**src/ipv4_defs.svh**
```systemverilog
/* IPv4 receive checker constants: protocol field values and pipeline depth */

`ifndef IPV4_DEFS_SVH
`define IPV4_DEFS_SVH

// Version nibble every accepted header must carry
`define IPV4_VERSION 4'd4

// Only header length accepted, in 32-bit words (no options)
`define IPV4_IHL 4'd5

// Full header width, 20 bytes
`define IPV4_HDR_BITS 160

// Register stages in the checksum and field paths
`define CSUM_STAGES 3

`endif

```
**src/ipv4_pkg.sv**
```systemverilog
/* IPv4 header checker types
   Header layout in wire order and the per-header status code */

package ipv4_pkg;

    ////////////////////////////////////////////////////////////
    // Header layout, most significant field first

    typedef struct packed {
        logic [3:0]  version;
        logic [3:0]  hdr_len;
        logic [7:0]  tos;
        logic [15:0] length;
        logic [15:0] id;
        logic [2:0]  flags;
        logic [12:0] offset;
        logic [7:0]  ttl;
        logic [7:0]  protocol;
        logic [15:0] hdr_chk;
        logic [31:0] src;
        logic [31:0] dst;
    } ipv4_header_t;

    ////////////////////////////////////////////////////////////
    // Result of checking one header

    typedef enum logic [2:0] {
        HDR_OK           = 3'd0,
        HDR_BAD_VERSION  = 3'd1,
        HDR_BAD_IHL      = 3'd2,
        HDR_BAD_CHECKSUM = 3'd3,
        // TTL of zero on arrival
        HDR_TTL_EXPIRED  = 3'd4
    } hdr_status_e;

endpackage

```
**src/hdr_result_if.sv**
```systemverilog
/* Per-header check flags from the checksum and field paths to the classifier */

`timescale 1ns/1ps

interface hdr_result_if;

    // Set for one cycle per checked header
    logic valid;
    logic csum_ok;
    logic version_ok;
    logic ihl_ok;
    logic ttl_ok;

    // Checksum path owns the strobe
    modport csum_src (output valid, output csum_ok);

    // Field path flags line up with the strobe
    modport field_src (output version_ok, output ihl_ok, output ttl_ok);

    modport sink (
        input valid,
        input csum_ok,
        input version_ok,
        input ihl_ok,
        input ttl_ok
    );

endinterface

```
**src/ipv4_checksum_verify.sv**
```systemverilog
/* IPv4 header checksum check
   Three-stage one's-complement sum over the ten header words */

`timescale 1ns/1ps
`include "ipv4_defs.svh"

module ipv4_checksum_verify (
    input  logic                   clk,
    input  logic                   rst,
    input  logic                   hdr_valid,
    input  ipv4_pkg::ipv4_header_t hdr,
    hdr_result_if.csum_src         res
);

    localparam int NUM_WORDS = `IPV4_HDR_BITS / 16;
    localparam int NUM_PAIRS = NUM_WORDS / 2;

    logic [`IPV4_HDR_BITS-1:0] hdr_bits;
    logic [15:0]               words [NUM_WORDS];
    logic [16:0]               pair_sum [NUM_PAIRS];
    logic [19:0]               total_sum;
    logic [19:0]               total_q;
    logic [16:0]               fold_1;
    logic [15:0]               fold_2;
    logic                      csum_ok_q;
    logic [`CSUM_STAGES-1:0]   vld_sr;

    assign hdr_bits = hdr;

    // Split into 16-bit words with the first word on the wire at index 0
    always_comb begin
        for (int i = 0; i < NUM_WORDS; i++) begin
            words[i] = hdr_bits[`IPV4_HDR_BITS-1-16*i -: 16];
        end
    end

    ////////////////////////////////////////////////////////////
    // Stage 1 pairwise sums

    always_ff @(posedge clk) begin
        for (int i = 0; i < NUM_PAIRS; i++) begin
            pair_sum[i] <= {1'b0, words[2*i]} + {1'b0, words[2*i+1]};
        end
    end

    ////////////////////////////////////////////////////////////
    // Stage 2 adds the five partial sums
    // Twenty bits hold the worst case

    always_comb begin
        total_sum = '0;
        for (int i = 0; i < NUM_PAIRS; i++) begin
            total_sum = total_sum + {3'b000, pair_sum[i]};
        end
    end

    always_ff @(posedge clk) begin
        total_q <= total_sum;
    end

    ////////////////////////////////////////////////////////////
    // Stage 3 folds the end-around carries and tests for all ones

    assign fold_1 = {1'b0, total_q[15:0]} + {13'd0, total_q[19:16]};
    // Second fold cannot carry out again
    assign fold_2 = fold_1[15:0] + {15'd0, fold_1[16]};

    always_ff @(posedge clk) begin
        csum_ok_q <= (fold_2 == 16'hFFFF);
    end

    // Valid bit rides beside the data
    always_ff @(posedge clk) begin
        if (rst) begin
            vld_sr <= '0;
        end else begin
            vld_sr <= {vld_sr[`CSUM_STAGES-2:0], hdr_valid};
        end
    end

    assign res.valid   = vld_sr[`CSUM_STAGES-1];
    assign res.csum_ok = csum_ok_q;

    a_csum_known: assert property (
        @(posedge clk) disable iff (rst)
        res.valid |-> !$isunknown(res.csum_ok)
    );

endmodule

```
**src/ipv4_field_check.sv**
```systemverilog
/* IPv4 version, IHL and TTL checks
   Flags are delayed to meet the checksum result in the same cycle */

`timescale 1ns/1ps
`include "ipv4_defs.svh"

module ipv4_field_check (
    input  logic                   clk,
    input  logic                   rst,
    input  logic                   hdr_valid,
    input  ipv4_pkg::ipv4_header_t hdr,
    hdr_result_if.field_src        res
);

    logic                    ver_match;
    logic                    ihl_match;
    logic                    ttl_live;
    // Flag order is {version, ihl, ttl}
    logic [2:0]              flag_q [`CSUM_STAGES];
    logic [`CSUM_STAGES-2:0] vld_q;

    ////////////////////////////////////////////////////////////
    // Field compares

    assign ver_match = (hdr.version == `IPV4_VERSION);
    assign ihl_match = (hdr.hdr_len == `IPV4_IHL);
    assign ttl_live  = (hdr.ttl != 8'd0);

    // Tracks which stages hold a header
    always_ff @(posedge clk) begin
        if (rst) begin
            vld_q <= '0;
        end else begin
            vld_q <= {vld_q[`CSUM_STAGES-3:0], hdr_valid};
        end
    end

    ////////////////////////////////////////////////////////////
    // Flag pipeline, each stage loads only when a header arrives

    always_ff @(posedge clk) begin
        if (hdr_valid) begin
            flag_q[0] <= {ver_match, ihl_match, ttl_live};
        end
        for (int k = 1; k < `CSUM_STAGES; k++) begin
            if (vld_q[k-1]) begin
                flag_q[k] <= flag_q[k-1];
            end
        end
    end

    assign res.version_ok = flag_q[`CSUM_STAGES-1][2];
    assign res.ihl_ok     = flag_q[`CSUM_STAGES-1][1];
    assign res.ttl_ok     = flag_q[`CSUM_STAGES-1][0];

endmodule

```
**src/ipv4_hdr_classify.sv**
```systemverilog
/* IPv4 header classifier
   Priority-encodes the check flags and keeps saturating good/bad counts */

`timescale 1ns/1ps

module ipv4_hdr_classify (
    input  logic                  clk,
    input  logic                  rst,
    hdr_result_if.sink            res,
    output logic                  status_valid,
    output ipv4_pkg::hdr_status_e status,
    output logic [15:0]           good_count,
    output logic [15:0]           bad_count
);

    import ipv4_pkg::*;

    hdr_status_e status_next;
    logic        good_sat;
    logic        bad_sat;

    ////////////////////////////////////////////////////////////
    // Status priority

    // Version beats IHL beats checksum beats TTL
    always_comb begin
        if (!res.version_ok) begin
            status_next = HDR_BAD_VERSION;
        end else if (!res.ihl_ok) begin
            status_next = HDR_BAD_IHL;
        end else if (!res.csum_ok) begin
            status_next = HDR_BAD_CHECKSUM;
        end else if (!res.ttl_ok) begin
            status_next = HDR_TTL_EXPIRED;
        end else begin
            status_next = HDR_OK;
        end
    end

    always_ff @(posedge clk) begin
        if (res.valid) begin
            status <= status_next;
        end
    end

    always_ff @(posedge clk) begin
        if (rst) begin
            status_valid <= 1'b0;
        end else begin
            status_valid <= res.valid;
        end
    end

    ////////////////////////////////////////////////////////////
    // Counters, held at all ones once full

    assign good_sat = (good_count == 16'hFFFF);
    assign bad_sat  = (bad_count == 16'hFFFF);

    always_ff @(posedge clk) begin
        if (rst) begin
            good_count <= '0;
            bad_count  <= '0;
        end else if (res.valid) begin
            if (status_next == HDR_OK) begin
                if (!good_sat) begin
                    good_count <= good_count + 16'd1;
                end
            end else if (!bad_sat) begin
                bad_count <= bad_count + 16'd1;
            end
        end
    end

    ////////////////////////////////////////////////////////////
    // Checks

    a_idle_after_rst: assert property (
        @(posedge clk) $past(rst) |-> !status_valid
    );

    a_valid_follows: assert property (
        @(posedge clk) disable iff (rst)
        res.valid |=> status_valid
    );

    a_no_spurious: assert property (
        @(posedge clk) disable iff (rst)
        status_valid |-> $past(res.valid)
    );

endmodule

```
**src/ipv4_hdr_rx.sv**
```systemverilog
/* IPv4 receive header checker top
   Checksum and field paths feeding one classifier, no back-pressure */

`timescale 1ns/1ps

module ipv4_hdr_rx (
    input  logic                   clk,
    input  logic                   rst,
    input  logic                   hdr_valid,
    input  ipv4_pkg::ipv4_header_t hdr,
    output logic                   status_valid,
    output ipv4_pkg::hdr_status_e  status,
    output logic [15:0]            good_count,
    output logic [15:0]            bad_count
);

    // Flags from both paths meet here
    hdr_result_if res_if ();

    ////////////////////////////////////////////////////////////
    // Checking paths

    ipv4_checksum_verify u_checksum (
        .clk       (clk),
        .rst       (rst),
        .hdr_valid (hdr_valid),
        .hdr       (hdr),
        .res       (res_if.csum_src)
    );

    ipv4_field_check u_fields (
        .clk       (clk),
        .rst       (rst),
        .hdr_valid (hdr_valid),
        .hdr       (hdr),
        .res       (res_if.field_src)
    );

    ////////////////////////////////////////////////////////////
    // Classification and counts

    ipv4_hdr_classify u_classify (
        .clk          (clk),
        .rst          (rst),
        .res          (res_if.sink),
        .status_valid (status_valid),
        .status       (status),
        .good_count   (good_count),
        .bad_count    (bad_count)
    );

endmodule

```
**config.mk**
```make
export PLATFORM = sky130hd
export DESIGN_NAME = ipv4_hdr_rx
export DESIGN_NICKNAME = d
export VERILOG_FILES = /design/src/ipv4_pkg.sv /design/src/hdr_result_if.sv /design/src/ipv4_checksum_verify.sv /design/src/ipv4_field_check.sv /design/src/ipv4_hdr_classify.sv /design/src/ipv4_hdr_rx.sv
export VERILOG_INCLUDE_DIRS = /design/src
export SDC_FILE = /design/constraint.sdc
export NUM_CORES = 1
export LEC_CHECK = 0
export ABC_AREA = 0
export BUFFER_PORTS_ARGS = -buffer_cell sky130_fd_sc_hd__buf_2
export CORE_UTILIZATION = 51
export DETAILED_ROUTE_END_ITERATION = 6
export GPL_ROUTABILITY_DRIVEN = 0
export PLACE_DENSITY = 0.77
export SLEW_MARGIN = 5
export SYNTH_ARGS = -nofsm -noshare
export SYNTH_HDL_FRONTEND = slang
export SYNTH_SLANG_ARGS = --single-unit
```
**constraint.sdc**
```tcl
create_clock -name clk -period 4.45 [get_ports clk]
set_input_delay 0.445 -clock clk [delete_from_list [all_inputs] [get_ports clk]]
set_output_delay 0.445 -clock clk [all_outputs]
set_load 0.05 [all_outputs]
```
==> results.json, run 1 <==
{
  "outcome": "completed",
  "pwr-share-seq_pct": 18.7,
  "placed_area_um2": 12000,
  "ys_ff_latch": 154,
  "port_buffers": 198,
  "detail-route-antenna-nets": 0,
  "core-area_um2": 20300,
  "switching_share_pct": 43.8,
  "place_inst": 1663,
  "ioPinCount": 199,
  "top_usage_layer": "met2",
  "period_needed_ns": 4.41,
  "instances_no_fill": 1699,
  "finClkSkew_ns": 0.00989,
  "h-tree-depth": 4,
  "intPower_mw": 5.69,
  "cp_data_arrival_time_ns": 4.72,
  "maxCapViolations": 0,
  "die_area_um2": 21400,
  "hold_class": "in -> reg",
  "critPathMaxStageDelay_ns": 0.49,
  "power.switching_mw": 4.44,
  "tightest_slew_ns": 0.851,
  "min_to": "u_checksum.pair_sum[0][68]",
  "clock_power_share_pct": 13.5,
  "antenna_found_initial": 0,
  "clock_sinks": 154,
  "ys.flop_type": "dfxtp_1",
  "start_kind": "flip-flop",
  "yosysUniqueCellTypes": 60,
  "overflow": 0,
  "path_class": "reg -> reg",
  "cpMaxStageDelayCell": "fa_1",
  "cp.required_ns": 4.77,
  "avgSynthCellArea_um2": 8.87,
  "synth_cells": 1196,
  "drive_above_1_share_pct": 19.5,
  "r2r_end": "u_checksum.total_q[18]",
  "avgRoutedWirePerCell_um": 14.3,
  "place_ws_ns": -0.130,
  "power.leakage_nw": 5.90,
  "cts_hold_buf": 0,
  "grtUsageTotal_pct": 23.0,
  "fin_area_um2": 12700,
  "holdPathStages": 2,
  "setup_ws_ns": 0.0440,
  "cts_tree": "built",
  "end_kind": "flip-flop",
  "routed_wirelength_um": 24400,
  "place_hpwl_um": 19600,
  "rsz0062_at_grt": "yes",
  "clock-root-buffer": "clkbuf_16",
  "combPwrFrac_pct": 67.7,
  "regToRegSetupSlack_ns": 0.04,
  "grt_pass1_wl_um": 39900,
  "drtIter0Drc": 422,
  "period_share_pct": 99.0,
  "grt_use_met2_pct": 39.0,
  "fin_worst_hold_slack_ns": 0.227,
  "drv_slew": 0,
  "synth-edff-count": 12,
  "met1_usage_pct": 28.3,
  "syn_area_um2": 10600,
  "layout_common_cells": "198 x buf_2, 140 x dfxtp_1, 124 x inv_1, 118 x ha_1, 106 x nor2_1",
  "vias_per_cell": 5.39,
  "clk_latency_ns": 0.44,
  "drtPass1Iterations": 5,
  "cts_buffer_depth": 2,
  "dieHeight_um": 146,
  "yosys_warnings": 0,
  "async_flop_share_pct": 0,
  "fin_nets": 1744,
  "clock.fmax_ghz": 0.227,
  "path_max_fanout": 4,
  "grt_pass1_vias": 8709,
  "vdd.ir_drop.worst_uv": 704,
  "setup_viol": 0,
  "antenna_cells": 0,
  "crit_chain": "ha_4 -> inv_2 -> fa_2 -> nor2b_2 -> o31a_1 -> o311a_1 -> o211ai_1 -> nand3_1 -> xnor2_2 -> fa_1 -> inv_1 -> fa_1 -> ha_4 -> o21a_1 -> nor2_2 -> o21ai_0 -> a21o_1 -> a21boi_2 -> xor2_1",
  "hold_viol": 0,
  "drcViolationCount": 0,
  "use_met3_pct": 4.34,
  "syn_nets": 1524,
  "dr_total_vias": 9160,
  "initial_core_util_pct": 52.2,
  "layout_commonest_cell": "buf_2",
  "grt_max_degree": 37,
  "rows": 52,
  "synth-seq-area-share_pct": 30.2,
  "relSlewSlack_pct": 42.5,
  "die_w_um": 146,
  "power_density_nw_per_um2": 795,
  "cts_made_buffers": 17,
  "clkTransAtPathRegs_ns": 0.06,
  "ff2ff_path_depth": 19,
  "syn_to_final_growth_pct": 20.1,
  "timing.rr.start": "u_checksum.pair_sum[0][17]",
  "fillers": 1690,
  "min_from": "hdr[16]"
}
[power by group through the flow]
stage | logic [mW] | registers (mW) | clock network, mW
finish | 6.86 | 1.90 | 1.37
global route | 7.55 | 1.92 | 1.45
CTS | 5.94 | 1.89 | 1.38
detailed placement | 5.74 | 1.92 | 0
global placement | 5.59 | 1.91 | 0
floorplan | 4.41 | 1.88 | 0
[sequential cells by signal, indices dropped and copies added, names as in the netlist]
register / cells
u_checksum.total_q: 20
u_checksum.res.csum_ok: 1
u_classify.status: 3
u_fields.flag_q: 9
u_checksum.vld_sr: 3
u_classify.bad_count: 16
u_classify.good_count: 16
u_checksum.pair_sum: 85
u_classify.status_valid: 1
[cell families after synthesis]
family	count (synthesis)	share of synthesized area, %
DFF	154	30.2
muxes	3	0.283
and+or+nand+nor	332	15.4
buffers and inverters	135	4.78
adders and majority gates	165	22.4
xor gates and xnor gates	108	8.92
AOI/OAI and AO/OA	299	18.1
[worst max path at each step]
| stage | start | endpoint |
|---|---|---|
| 2_1_floorplan | u_checksum.pair_sum[0][0] | u_checksum.total_q[18] |
| 3_3_place_gp | u_checksum.pair_sum[0][0] | u_checksum.total_q[18] |
| 3_5_place_dp | u_checksum.pair_sum[0][0] | u_checksum.total_q[18] |
| 4_1_cts | u_checksum.pair_sum[0][0] | u_checksum.total_q[17] |
| 5_1_grt | u_checksum.pair_sum[0][17] | u_checksum.total_q[14] |
| 6_report | u_checksum.pair_sum[0][17] | u_checksum.total_q[18] |
[metal layers]
| metal | up-vias | part of all wire, % |
|---|---|---|
| li1 | 4656 | - |
| met3 | 59 | 5.0 |
| met4 | 0 | 3.5 |
| met2 | 270 | 47 |
| met1 | 4175 | 44 |
| met5 | - | 0 |
[stage by stage]
stage	power [mW]	TNS, ns	util, %
global route	10.9	-0.135	62.8
global placement	7.51	0	58.9
CTS	9.22	0	61.8
finish	10.1	0	62.8
floorplan	6.29	0	-
detailed placement	7.66	-0.255	58.9
[cell usage after synthesis (14+ instances only)]
master,instances,share of area [%]
a21o_1,22,1.6
a21oi_1,83,3.9
dfxtp_1,142,27
fa_1,41,7.7
ha_1,124,15
inv_1,127,4.5
nand2_1,66,2.3
nand2b_1,14,0.83
nand3_1,26,1.2
nand4_1,17,1.0
nor2_1,108,3.8
nor2b_1,21,1.2
nor3_1,19,0.90
o21a_1,24,1.7
o21ai_0,72,3.4
or3_1,16,0.94
xnor2_1,75,6.2
xor2_1,33,2.7
[cell type report]
type / count / area [um^2] / area share, %
inverters: 127 / 477 / 3.74
repair buffers: 209 / 1070 / 8.43
multi-input cells: 907 / 7090 / 55.6
flip-flops and latches: 154 / 3210 / 25.2
clock buffers: 19 / 454 / 3.56
clock inverters: 13 / 106 / 0.835
well taps: 270 / 338 / 2.65
[worst max-delay path: cells and delay by family, from the launching register on]
kind | cells | cell delay [ns]
AOI/OAI and AO/OA | 7 | 1.59
DFF | 1 | 0.33
adders and majority gates | 5 | 1.65
buffers and inverters | 2 | 0.10
xor gates and xnor gates | 2 | 0.32
and+or+nand+nor | 3 | 0.33
[repair_timing]
action | CTS | global route
pin swaps | 0 | 18
setup endpoints to repair | 4 | 8
buffers inserted | 0 | 4
gates cloned | 0 | 0
resized for setup | 3 | 38
Power figures use the tool's default switching activity.
==> run 2, diff against run 1 <==
Settings changed: ABC_AREA 0 to 1, CORE_UTILIZATION 51 to 52, PLACE_DENSITY 0.77 to 0.78.
==> run 2 against run 1 <==
Compared with the run above: worst setup slack improved by 0.26 ns; register-to-register slack improved by 0.26 ns; sequential power increased by 3%; synthesized area increased by 7.3%; critical path depth decreased by 1; maximum frequency increased by 6.2%; clock-buffer cell count increased by 1; cell area increased by 4.5%; largest power group unchanged.
==> results.json, run 2 <==
{
  "path_max_fanout": 5,
  "holdPathStages": 2,
  "top_regs": "u_checksum.pair_sum: 85 flops, u_checksum.total_q: 20 flops",
  "rsz0062_at_grt": "no",
  "finalSetupTns_ns": 0,
  "synth_cells": 1460,
  "cp_data_arrival_time_ns": 4.50,
  "outcome": "completed",
  "tightest_slew_ns": 0.615,
  "largest_reg_flops": 85,
  "clock-root-buffer": "clkbuf_16",
  "synth-seq-area-share_pct": 28.2,
  "regMostFlops": "u_checksum.pair_sum",
  "synthTopCellsByCount": "263 x nand2_1, 223 x inv_1, 142 x dfxtp_1, 140 x a21oi_1, 124 x ha_1",
  "period_share_pct": 93.2,
  "cp_common_cell": "inv_1",
  "switching_share_pct": 47.3,
  "pwr-share-seq_pct": 20.1,
  "instances_no_fill": 1956,
  "synth_top_cell_area_share_pct": 25.0,
  "fin_nets": 1996,
  "hold_viol": 0,
  "rows": 53,
  "min_from": "hdr[48]",
  "vdd.ir_drop.worst_uv": 610,
  "intPower_mw": 5.10,
  "yosysUniqueCellTypes": 49,
  "core-area_um2": 21200,
  "async_flop_share_pct": 0,
  "ioPinCount": 199,
  "power_density_nw_per_um2": 727,
  "relSlewSlack_pct": 58.5,
  "grt_pass1_vias": 10100,
  "synthTopCellsByArea": "dfxtp_1 25%, ha_1 14%, nand2_1 8.7%",
  "drtPass1Iterations": 5,
  "cts_buffer_depth": 2,
  "grt_max_degree": 26,
  "initial_core_util_pct": 53.6,
  "postLayoutCoreUtil_pct": 62.7,
  "regToRegSetupSlack_ns": 0.30,
  "syn_nets": 1788,
  "yosysMostFrequentCell": "nand2_1",
  "dr_total_vias": 10300,
  "die_w_um": 150,
  "ys.flop_type": "dfxtp_1",
  "place_hpwl_um": 22000,
  "place_inst": 1924,
  "yosys_warnings": 0,
  "cpMaxStageDelayCell": "fa_1",
  "clk_latency_ns": 0.43,
  "grt_pass1_wl_um": 44800,
  "timing.rr.start": "u_checksum.pair_sum[0][17]",
  "grtUsageTotal_pct": 24.8,
  "ys_ff_latch": 154,
  "detail-route-antenna-nets": 0,
  "maxCapViolations": 0,
  "end_kind": "flip-flop",
  "syn_area_um2": 11400,
  "cp.required_ns": 4.80,
  "clkTransAtPathRegs_ns": 0.07,
  "start_kind": "flip-flop",
  "drive_above_1_share_pct": 17.7,
  "period_needed_ns": 4.15,
  "combPwrFrac_pct": 64.5,
  "routed_wirelength_um": 26800,
  "synth-edff-count": 12,
  "cts_made_buffers": 17,
  "clock_power_share_pct": 15.4,
  "cts_resized": 0,
  "postCtsSetupBuffers": 0,
  "power.switching_mw": 4.58,
  "drtIter0Drc": 521,
  "cts_hold_buf": 0,
  "setup_viol": 0,
  "dieHeight_um": 150,
  "power.leakage_nw": 6.63,
  "drcViolationCount": 0,
  "h-tree-depth": 4,
  "critPathMaxStageDelay_ns": 0.49,
  "path_class": "reg -> reg",
  "antenna_found_initial": 0,
  "hold_class": "in -> reg",
  "overflow": 0,
  "avgSynthCellArea_um2": 7.79,
  "ff2ff_path_depth": 18,
  "yosys.area.top_type": "dfxtp_1",
  "layout_common_cells": "263 x nand2_1, 223 x inv_1, 198 x buf_2, 142 x dfxtp_1, 138 x a21oi_1",
  "syn_to_final_growth_pct": 17.0,
  "cts_tree": "built",
  "clock.fmax_ghz": 0.241,
  "setup_ws_ns": 0.303,
  "clock_sinks": 154,
  "die_area_um2": 22500,
  "crit_chain": "ha_1 -> inv_1 -> fa_2 -> nor3_1 -> nor2_1 -> o21ai_1 -> a31oi_1 -> xnor2_1 -> fa_1 -> inv_1 -> fa_1 -> inv_1 -> ha_2 -> nand2_1 -> o41ai_2 -> nand3_1 -> nand2_1 -> xor2_1",
  "port_buffers": 198,
  "place_ws_ns": 0.148,
  "fillers": 1873,
  "min_to": "u_checksum.pair_sum[0][51]",
  "avgRoutedWirePerCell_um": 13.7,
  "vias_per_cell": 5.26,
  "drv_slew": 0,
  "finClkSkew_ns": 0.0115,
  "layout_commonest_cell": "nand2_1",
  "r2r_end": "u_checksum.total_q[13]",
  "antenna_cells": 0
}
## run 2: changes by cell type in the layout (fill, tap and decap cells not counted), moves of 17 or more
cell     previous run  this run
nor2b_1            18         0
inv_1             124       223
a21oi_1            77       138
nand2_1            66       263
xor2_1             33        74
xnor2_1            73        37
o21a_1             24         4
nor2_1            106        84
nand3_1            26        77
o21ai_0            71        54
## run 2: worst max path at each step
stage                               startpoint                     end  depth (start not counted)
CTS                 u_checksum.pair_sum[0][17]  u_checksum.total_q[13]                         18
floorplan            u_checksum.pair_sum[0][0]  u_checksum.total_q[13]                         18
global route        u_checksum.pair_sum[0][17]  u_checksum.total_q[19]                         21
detailed placement  u_checksum.pair_sum[0][17]  u_checksum.total_q[13]                         18
finish              u_checksum.pair_sum[0][17]  u_checksum.total_q[13]                         18
global placement     u_checksum.pair_sum[0][0]  u_checksum.total_q[13]                         18
## run 2: cell families after synthesis
logic type                 count (synthesis)  share of synthesized area (%)
adders and majority gates                165                           20.9
and+or+nand+nor                          518                           20.7
AOI/OAI and AO/OA                        271                           13.6
DFF                                      154                           28.2
xor gates and xnor gates                 111                           8.55
buffers and inverters                    241                           8.12
## run 2: worst max-delay path: cells and delay by family, from the launching register on
| kind | cells | cell delay [ns] |
|---|---|---|
| AND/OR/NAND/NOR | 5 | 0.66 |
| adder cells (fa/ha/maj) | 5 | 1.91 |
| flip-flops | 1 | 0.32 |
| XOR/XNOR | 2 | 0.28 |
| AO/OA/AOI/OAI | 3 | 0.73 |
| buffers and inverters | 3 | 0.17 |
## run 2: power by group through the flow
stage / combinational [mW] / clock, mW / sequential (mW)
final: 6.24 / 1.49 / 1.95
after detailed placement: 5.97 / 0 / 1.98
after global routing: 7.13 / 1.58 / 1.98
after floorplan: 4.81 / 0 / 1.90
after CTS: 6.07 / 1.51 / 1.95
after global placement: 5.78 / 0 / 1.97
## run 2: layout make-up
type                    count  area (um^2)  area share, %
clock buffers              20          468           3.52
clock inverters            12          153           1.15
inverters                 232          871           6.54
multi-input cells        1065         7280           54.7
flip-flops and latches    154         3200           24.1
well taps                 275          344           2.58
repair buffers            198          991           7.44
## run 2: per-stage QoR
step	area (um^2)	hold WS (ns)	total power [mW]
2_1_floorplan	11400	0.400	6.71
5_1_grt	13300	0.249	10.7
3_5_place_dp	12700	0.405	7.95
6_report	13300	0.245	9.68
4_1_cts	13300	0.239	9.53
3_3_place_gp	12700	0.404	7.75
## run 2: layer usage
metal / vias to the layer above / global-route usage, % / part of all wire [%] / routed length [um]
met5: - / 0 / 0 / 0
met4: 0 / 11.3 / 3.0 / 795
met3: 56 / 3.57 / 4.3 / 1160
met2: 323 / 44.7 / 50 / 13500
met1: 4673 / 29.0 / 42 / 11300
li1: 5241 / - / - / -
